--- src/logic/keccak_pkg.sv ---
// Keccak-f[200] shared definitions
`default_nettype none

package keccak_pkg;

  ////////////////////////////////////////
  // Sizes
  ////////////////////////////////////////
  // Lane width fixes the round count at 12 + 2*log2(8)
  localparam int LANE_W     = 8;
  localparam int STATE_W    = 25 * LANE_W;
  localparam int NUM_ROUNDS = 18;
  // Seven bus words, the last one holds a single lane
  localparam int NUM_WORDS  = 7;

  ////////////////////////////////////////
  // Types
  ////////////////////////////////////////
  typedef logic [LANE_W-1:0]           lane_t;
  // Indexed [x][y][z]
  typedef logic [4:0][4:0][LANE_W-1:0] box_t;
  // Standard order, bit LANE_W*(5y+x)+z
  typedef logic [STATE_W-1:0]          state_t;
  typedef logic [4:0]                  rnd_t;
  // Bus address bits 4 to 2
  typedef logic [2:0]                  word_idx_t;

  typedef enum logic [2:0] {
    REG_STATE0 = 3'd0,
    REG_STATE1 = 3'd1,
    REG_STATE2 = 3'd2,
    REG_STATE3 = 3'd3,
    REG_STATE4 = 3'd4,
    REG_STATE5 = 3'd5,
    REG_STATE6 = 3'd6,
    // Write bit 0 starts, read bit 0 is busy
    REG_CTRL   = 3'd7
  } reg_addr_e;

  typedef enum logic {
    ENG_IDLE,
    ENG_RUN
  } eng_state_e;

  ////////////////////////////////////////
  // Constant tables
  ////////////////////////////////////////
  // Rho offsets mod 8, entry 5*x+y
  localparam int RHO_OFFSET [25] = '{
    0, 4, 3, 1, 2,
    1, 4, 2, 5, 2,
    6, 6, 3, 7, 5,
    4, 7, 1, 5, 0,
    3, 4, 7, 0, 6
  };

  // Low byte of the 64-bit round constants
  localparam lane_t ROUND_CONST [NUM_ROUNDS] = '{
    8'h01, 8'h82, 8'h8A, 8'h00, 8'h8B, 8'h01,
    8'h81, 8'h09, 8'h8A, 8'h88, 8'h09, 8'h0A,
    8'h8B, 8'h8B, 8'h89, 8'h03, 8'h02, 8'h80
  };

  ////////////////////////////////////////
  // Layout conversion
  ////////////////////////////////////////
  // Flat state to lane box
  function automatic box_t to_box(state_t s);
    box_t b;
    for (int y = 0; y < 5; y++) begin
      for (int x = 0; x < 5; x++) begin
        b[x][y] = s[LANE_W*(5*y+x) +: LANE_W];
      end
    end
    return b;
  endfunction

  // Lane box back to flat state
  function automatic state_t to_state(box_t b);
    state_t s;
    for (int y = 0; y < 5; y++) begin
      for (int x = 0; x < 5; x++) begin
        s[LANE_W*(5*y+x) +: LANE_W] = b[x][y];
      end
    end
    return s;
  endfunction

endpackage

`default_nettype wire

--- src/logic/keccak_reg_if.sv ---
// Register write channel
`default_nettype none

interface keccak_reg_if
  import keccak_pkg::*;
();

  // One-cycle state word write strobe
  logic        wr_en;
  // Target word and its data
  word_idx_t   wr_idx;
  logic [31:0] wr_data;
  // One-cycle permutation start
  logic        start;

  // Bus side
  modport decode (
    output wr_en, wr_idx, wr_data, start
  );

  // Datapath side
  modport engine (
    input  wr_en, wr_idx, wr_data, start
  );

endinterface

`default_nettype wire

--- src/logic/keccak_decode.sv ---
// Wishbone write decoder
`default_nettype none

module keccak_decode
  import keccak_pkg::*;
(
  input  wire         clk_i,
  input  wire         arst_n_i,

  // Bus request
  input  wire         wb_cyc_i,
  input  wire         wb_stb_i,
  input  wire         wb_we_i,
  input  wire  [4:0]  wb_adr_i,
  input  wire  [31:0] wb_dat_i,
  // Registered ack from readback
  input  wire         wb_ack_i,

  keccak_reg_if.decode reg_o
);

  logic      req;
  logic      accept;
  word_idx_t word_idx;
  reg_addr_e reg_addr;

  ////////////////////////////////////////
  // Request qualification
  ////////////////////////////////////////
  assign req = wb_cyc_i & wb_stb_i;

  // First request cycle only, the ack cycle is skipped
  assign accept = req & ~wb_ack_i;

  ////////////////////////////////////////
  // Address map
  ////////////////////////////////////////
  // Byte address, word select in bits 4 to 2
  assign word_idx = wb_adr_i[4:2];
  assign reg_addr = reg_addr_e'(word_idx);

  always_comb begin
    reg_o.wr_en   = 1'b0;
    reg_o.start   = 1'b0;
    reg_o.wr_idx  = word_idx;
    reg_o.wr_data = wb_dat_i;
    if (accept && wb_we_i) begin
      unique case (reg_addr)
        // Control word, only bit 0 has a meaning
        REG_CTRL: reg_o.start = wb_dat_i[0];
        // Any state word
        default:  reg_o.wr_en = 1'b1;
      endcase
    end
  end

endmodule

`default_nettype wire

--- src/logic/keccak_engine.sv ---
// Permutation state and round control
`default_nettype none

module keccak_engine
  import keccak_pkg::*;
(
  input  wire         clk_i,
  input  wire         arst_n_i,

  // Word writes and start from decode
  keccak_reg_if.engine reg_i,

  // Flat state for readback
  output state_t      state_o,
  output logic        busy_o
);

  box_t       state_q;
  box_t       round_out;
  state_t     wr_flat;
  rnd_t       rnd_q;
  eng_state_e eng_q;
  logic       last_rnd;

  ////////////////////////////////////////
  // Round datapath
  ////////////////////////////////////////
  keccak_round u_round (
    .state_i (state_q),
    .rnd_i   (rnd_q),
    .state_o (round_out)
  );

  // Word write merged into flat state
  always_comb begin
    wr_flat = to_state(state_q);
    if (reg_i.wr_idx == word_idx_t'(NUM_WORDS - 1)) begin
      // Last word, single lane in the low byte
      wr_flat[STATE_W-1 -: LANE_W] = reg_i.wr_data[LANE_W-1:0];
    end else if (reg_i.wr_idx < word_idx_t'(NUM_WORDS - 1)) begin
      wr_flat[32*reg_i.wr_idx +: 32] = reg_i.wr_data;
    end
  end

  assign last_rnd = (rnd_q == rnd_t'(NUM_ROUNDS - 1));

  ////////////////////////////////////////
  // Idle/run FSM
  ////////////////////////////////////////
  always_ff @(posedge clk_i or negedge arst_n_i) begin
    if (!arst_n_i) begin
      eng_q   <= ENG_IDLE;
      rnd_q   <= '0;
      state_q <= '0;
    end else begin
      unique case (eng_q)
        ENG_IDLE: begin
          // Bus access only while idle
          if (reg_i.start) begin
            rnd_q <= '0;
            eng_q <= ENG_RUN;
          end else if (reg_i.wr_en) begin
            state_q <= to_box(wr_flat);
          end
        end
        ENG_RUN: begin
          // One round per clock
          state_q <= round_out;
          rnd_q   <= rnd_q + rnd_t'(1);
          if (last_rnd) begin
            eng_q <= ENG_IDLE;
          end
        end
        default: eng_q <= ENG_IDLE;
      endcase
    end
  end

  assign state_o = to_state(state_q);
  assign busy_o  = (eng_q == ENG_RUN);

endmodule

`default_nettype wire

--- src/logic/keccak_readback.sv ---
// Wishbone read data and acknowledge
`default_nettype none

module keccak_readback
  import keccak_pkg::*;
(
  input  wire         clk_i,
  input  wire         arst_n_i,
  input  wire         wb_cyc_i,
  input  wire         wb_stb_i,
  input  wire  [4:0]  wb_adr_i,
  input  wire state_t state_i,
  input  wire         busy_i,
  output logic [31:0] wb_dat_o,
  output logic        wb_ack_o
);

  logic        req;
  logic        ack_q;
  logic [31:0] rd_word;
  logic [31:0] dat_q;
  word_idx_t   rd_idx;

  assign req    = wb_cyc_i & wb_stb_i;
  assign rd_idx = wb_adr_i[4:2];

  // Read mux
  always_comb begin
    unique case (reg_addr_e'(rd_idx))
      // Busy flag in bit 0
      REG_CTRL:   rd_word = {31'b0, busy_i};
      // Single lane, zero-extended
      REG_STATE6: rd_word = {{(32 - LANE_W){1'b0}}, state_i[STATE_W-1 -: LANE_W]};
      default:    rd_word = state_i[32*rd_idx +: 32];
    endcase
  end

  // Ack alternates under a held strobe
  always_ff @(posedge clk_i or negedge arst_n_i) begin
    if (!arst_n_i) begin
      ack_q <= 1'b0;
    end else begin
      ack_q <= req & ~ack_q;
    end
  end

  // Capture on accept, valid with ack
  always_ff @(posedge clk_i) begin
    if (req && !ack_q) begin
      dat_q <= rd_word;
    end
  end

  assign wb_ack_o = ack_q;
  assign wb_dat_o = dat_q;

endmodule

`default_nettype wire

--- src/logic/keccak_round.sv ---
// Keccak-f[200] single round
`default_nettype none

module keccak_round
  import keccak_pkg::*;
(
  // Round input, x/y/z box
  input  wire box_t state_i,
  // Current round index
  input  wire rnd_t rnd_i,
  // Round output
  output box_t      state_o
);

  lane_t col_par [5];
  lane_t col_mix [5];
  box_t  theta_d;
  box_t  rho_d;
  box_t  pi_d;
  box_t  chi_d;
  lane_t rc;

  // Rotate lane towards higher z
  function automatic lane_t rotl(lane_t lane, int amt);
    lane_t res;
    if (amt == 0) begin
      res = lane;
    end else begin
      res = (lane << amt) | (lane >> (LANE_W - amt));
    end
    return res;
  endfunction

  ////////////////////////////////////////
  // Theta
  ////////////////////////////////////////
  always_comb begin
    // Column parities over y
    for (int x = 0; x < 5; x++) begin
      col_par[x] = state_i[x][0] ^ state_i[x][1] ^ state_i[x][2]
                 ^ state_i[x][3] ^ state_i[x][4];
    end
    // Left column plus right column shifted by one in z
    for (int x = 0; x < 5; x++) begin
      col_mix[x] = col_par[(x + 4) % 5]
                 ^ rotl(col_par[(x + 1) % 5], 1);
    end
    for (int x = 0; x < 5; x++) begin
      for (int y = 0; y < 5; y++) begin
        theta_d[x][y] = state_i[x][y] ^ col_mix[x];
      end
    end
  end

  ////////////////////////////////////////
  // Rho and pi
  ////////////////////////////////////////
  always_comb begin
    // Per-lane rotation
    for (int x = 0; x < 5; x++) begin
      for (int y = 0; y < 5; y++) begin
        rho_d[x][y] = rotl(theta_d[x][y], RHO_OFFSET[5*x + y]);
      end
    end
    // Lane (x,y) from lane (x+3y, x)
    for (int x = 0; x < 5; x++) begin
      for (int y = 0; y < 5; y++) begin
        pi_d[x][y] = rho_d[(x + 3*y) % 5][x];
      end
    end
  end

  ////////////////////////////////////////
  // Chi and iota
  ////////////////////////////////////////
  always_comb begin
    // Only nonlinear step, along rows
    for (int x = 0; x < 5; x++) begin
      for (int y = 0; y < 5; y++) begin
        chi_d[x][y] = pi_d[x][y]
                    ^ (~pi_d[(x + 1) % 5][y] & pi_d[(x + 2) % 5][y]);
      end
    end
  end

  // Constant lookup, zero past the last round
  assign rc = (rnd_i < rnd_t'(NUM_ROUNDS)) ? ROUND_CONST[rnd_i] : '0;

  always_comb begin
    state_o       = chi_d;
    // Lane (0,0) only
    state_o[0][0] = chi_d[0][0] ^ rc;
  end

endmodule

`default_nettype wire

--- src/logic/keccak_wb_top.sv ---
// Keccak-f[200] Wishbone slave
`default_nettype none

module keccak_wb_top
  import keccak_pkg::*;
(
  input  wire         clk_i,
  input  wire         arst_n_i,

  // Wishbone classic slave
  input  wire         wb_cyc_i,
  input  wire         wb_stb_i,
  input  wire         wb_we_i,
  input  wire  [4:0]  wb_adr_i,
  input  wire  [31:0] wb_dat_i,
  // Lint waiver: byte selects not decoded, every write is a full word
  input  wire  [3:0]  wb_sel_i,
  output logic [31:0] wb_dat_o,
  output logic        wb_ack_o,

  // Permutation in progress
  output logic        busy_o
);

  state_t state;
  logic   busy;
  logic   ack;

  keccak_reg_if reg_if ();

  ////////////////////////////////////////
  // Bus decode
  ////////////////////////////////////////
  keccak_decode u_decode (
    .clk_i    (clk_i),
    .arst_n_i (arst_n_i),
    .wb_cyc_i (wb_cyc_i),
    .wb_stb_i (wb_stb_i),
    .wb_we_i  (wb_we_i),
    .wb_adr_i (wb_adr_i),
    .wb_dat_i (wb_dat_i),
    .wb_ack_i (ack),
    .reg_o    (reg_if.decode)
  );

  // Permutation core
  keccak_engine u_engine (
    .clk_i    (clk_i),
    .arst_n_i (arst_n_i),
    .reg_i    (reg_if.engine),
    .state_o  (state),
    .busy_o   (busy)
  );

  // Read side and ack
  keccak_readback u_readback (
    .clk_i    (clk_i),
    .arst_n_i (arst_n_i),
    .wb_cyc_i (wb_cyc_i),
    .wb_stb_i (wb_stb_i),
    .wb_adr_i (wb_adr_i),
    .state_i  (state),
    .busy_i   (busy),
    .wb_dat_o (wb_dat_o),
    .wb_ack_o (ack)
  );

  assign wb_ack_o = ack;
  assign busy_o   = busy;

endmodule

`default_nettype wire

--- config.mk ---
export PLATFORM = sky130hd
export DESIGN_NAME = keccak_wb_top
export DESIGN_NICKNAME = d
export VERILOG_FILES = /design/src/logic/keccak_pkg.sv /design/src/logic/keccak_reg_if.sv /design/src/logic/keccak_decode.sv /design/src/logic/keccak_engine.sv /design/src/logic/keccak_readback.sv /design/src/logic/keccak_round.sv /design/src/logic/keccak_wb_top.sv
export SDC_FILE = /design/constraint.sdc
export NUM_CORES = 1
export LEC_CHECK = 0
export CORE_MARGIN = 8
export CORE_UTILIZATION = 45
export CTS_BUF_LIST = sky130_fd_sc_hd__clkbuf_4 sky130_fd_sc_hd__clkbuf_8 sky130_fd_sc_hd__clkbuf_16
export CTS_CLUSTER_SIZE = 40
export DETAILED_ROUTE_END_ITERATION = 10
export DONT_BUFFER_PORTS = 1
export PLACE_DENSITY_LB_ADDON = 0.05
export SLEW_MARGIN = 10
export SYNTH_ARGS = -nofsm -noshare
export SYNTH_HDL_FRONTEND = slang
export SYNTH_SLANG_ARGS = --single-unit
export TNS_END_PERCENT = 1
--- constraint.sdc ---
create_clock -name clk_i -period 4.18 [get_ports clk_i]
set_input_delay 0.209 -clock clk_i [delete_from_list [all_inputs] [get_ports clk_i]]
set_output_delay 0.209 -clock clk_i [all_outputs]
set_load 0.1 [all_outputs]
==> impl_results.md <==
* Outcome: finished, violations left
* Failing checks: negative hold slack
* Antenna violations before repair at 2
* Worst r2r dst: u_engine.state_o[70]
* Post-Place Worst Slack at roughly 1.1 ns
* Via count at roughly 16,000
* Post-CTS resize count at 0
* Critical path, cell by cell: xnor3_1 -> xnor2_4 -> xnor3_1 -> nand2b_1 -> xnor2_1 -> o221ai_1
* Htree depth at 2
* Initial DRC Count at 1,805
* DIE AREA at 55,200 µm²
* Deepest clock path buffer count at 3
* Arrival time at the worst endpoint at about 3.3 ns
* Max-Cap Viols at 0
* Setup TNS at 0 ns
* Final period util at 69.6%
* DRC errors left at 0
* Area grow syn2layout at 10.6%
* Met2 GRT Util at 47.8%
* Final setup violation count at 0
* Worst-Margin Slew at roughly 1.5 ns
* Initial core utilization at ~45%
* I/O pin cnt at 80
* Number of placement rows at 80
* Synth area leader: dfrtp_1
* Number of global-route vias before repair at 15,600
* DR vias/cell at between 6 and 7
* Post-route ant nets at 0
* Clock-pin slew on the worst setup and hold paths at approximately 0.06 ns
* CP max-delay cell: xnor3_1
* Nets at 1,937
* Worst Hold Class: input pin to asynchronous set/reset pin
* Die Span X at 235 µm
* IO Port Bufs at 0
* Post-CTS Setup Bufs at 0
* CP Max Fanout at 10
* Worst path max stage delay at 0.58 ns
* FMAX at 344 MHz
* Crit path launch type: register
* Clock Sinks at ~240
* Syn Nets at approximately 1,900
* Worst Reg2Reg Path Length in Cells at 6
* Fill count at 4,206
* Synth cell count leaders: 234 x nand2_1, 217 x xnor3_1, 207 x dfrtp_1
* CTS Hold Bufs at 34
* Share of cells above drive strength 1 at 11.3%
* Most common flop cell mapped by yosys: dfrtp_1
* GRT overflow at 0
* CTS tree: done
* Max-slew violations at 0
* Placer Congestion at 0.931
* Ranking of synthesized cells by area: dfrtp_1 24%, xnor3_1 23%, xnor2_1 6.9%, edfxtp_1 4.5%, nand2_1 4.1%
* Synthesis-stage register bit count at 239
* Mapped cell area at ~22,000 µm²
* All-Layer GR Usage at 30.6%
* Worst-skew pair later-pin latency at 0.56 ns
* CP most frequent cell: xnor3_1
* Min cycle time layout at approximately 2.9 ns
* First-pass DRT Iterations at 6
* Endpoints failing hold at just over 200
* R2R setup slack at 1.27 ns
* RSZ-0062 raised after global routing: no
* WS Path Type: register to register
* Num CTS Buffers at 34
* Met1 usage at 41.7%
* First-pass GRT wire length at 123 mm
* Setup Skew at 0.0199 ns
* Die Ht at 235 µm
* Reg2reg start: u_engine.state_o[113]
* Largest net degree at the start of global routing at 208
* Hold Slack at -0.646 ns
* EDFF count, synth at 32
* Distinct cell type count after synthesis at 53
* Syn Area/Cell at roughly 11 µm²
* Max-slew headroom at under 10%
* GRT Max-Usage Layer: met2
* Synth Instances at roughly 1,900
* Area of the core at 47,500 µm²
* GRT met3 Usage at 6.44%
* Post-synthesis sequential area ratio at 28.4%
* Share of flip-flops with an asynchronous set or reset at 86.6%
* Synth top area share at 24.0%
* Detailed Place HPWL at 59.0 mm
* YS warnings at 0
* Crit end category: register
* Most common cell in the netlist: nand2_1
* Clock Tree Root: clkbuf_16
* CP required at 4.57 ns
* Final wirelength at 85.6 mm
* Routed len/inst at 33.9 µm
* Setup ws final at 1.27 ns
## registers in the layout, summed over array words and instances, names as in the netlist
signal	cells
u_engine.busy_o	1
u_engine.rnd_q	5
u_engine.state_o	200
u_readback.wb_ack_o	1
u_readback.wb_dat_o	32
## kinds of logic after synthesis
kind of cell	after synthesis	synth area share (%)
buffers and inverters	117	2.13
DFF	239	28.4
muxes	67	5.06
xor gates and xnor gates	525	39.8
adders and majority gates	11	0.637
AOI/OAI and AO/OA	438	13.6
and+or+nand+nor	492	10.4
## layer usage
| layer | part of all wire [%] | vias to the layer above |
|---|---|---|
| met4 | 3.7 | 2 |
| met1 | 42 | 8275 |
| li1 | - | 6822 |
| met3 | 8.7 | 153 |
| met2 | 46 | 855 |
| met5 | 0.0093 | - |
## how the worst max path moves through the flow
stage	from	end	cells past startpoint
2_1_floorplan	u_readback.wb_ack_o	u_readback.wb_dat_o[0]	1
3_3_place_gp	wb_adr_i[3]	u_engine.state_o[4]	10
3_5_place_dp	wb_adr_i[3]	u_engine.state_o[20]	10
4_1_cts	u_engine.state_o[132]	u_engine.state_o[65]	6
5_1_grt	u_engine.state_o[132]	u_engine.state_o[65]	6
6_report	u_engine.state_o[113]	u_engine.state_o[70]	6
## cells in the final DEF, fill, tap and decap left out, drive strengths merged, types with 4 or more instances in the layout
cell type    synthesis  routed
edfxtp              32      32
xnor2              210     210
ha                  11      11
buf                 17      28
mux2i               12      12
diode                0       4
xor3                18      18
dfrtp              207     207
nand2b              64      64
o211ai              33      33
nor2               107     107
a22oi               93      93
clkbuf              88      50
a21oi               72      72
xnor3              222     222
a211oi              37      37
mux2                24      24
mux4                31      31
nand3                4       4
nor3                 5       5
nand4                4       4
dlygate4sd3          0      34
o21ai              120     120
inv                 10      12
nand2              234     234
nor2b               66      66
a221oi              10      10
bufinv               0       4
xor2                75      75
o221ai              64      64
## area by class of cell
type,instances,area (µm²),share of cell area (%)
Antenna cell,4,10.0,0.0419
Clock buffer,50,1050,4.42
Clock inverter,11,166,0.697
Inverter,10,42.5,0.178
Multi-Input combinational cell,1533,15100,63.3
Sequential cell,239,6140,25.7
Tap cell,615,769,3.22
Timing Repair Buffer,62,576,2.41
## critical path: cells and delay by family, from the launching register on
family,cells,cell delay [ns]
AND/OR/NAND/NOR,1,0.22
XOR/XNOR,4,1.84
AO/OA/AOI/OAI,1,0.14
flip-flops,1,0.53
## through the flow
| step | std cells | utilization (%) | area, µm² |
|---|---|---|---|
| after floorplan | 1889 | - | 21600 |
| after global placement | 2425 | 46.9 | 22300 |
| after detailed placement | 2425 | 46.9 | 22300 |
| after CTS | 2520 | 50.2 | 23900 |
| after global routing | 2520 | 50.2 | 23900 |
| final | 2524 | 50.2 | 23900 |
Power is not shown: default switching activity piles up to over one toggle a cycle in this logic, so the estimate is an artifact.
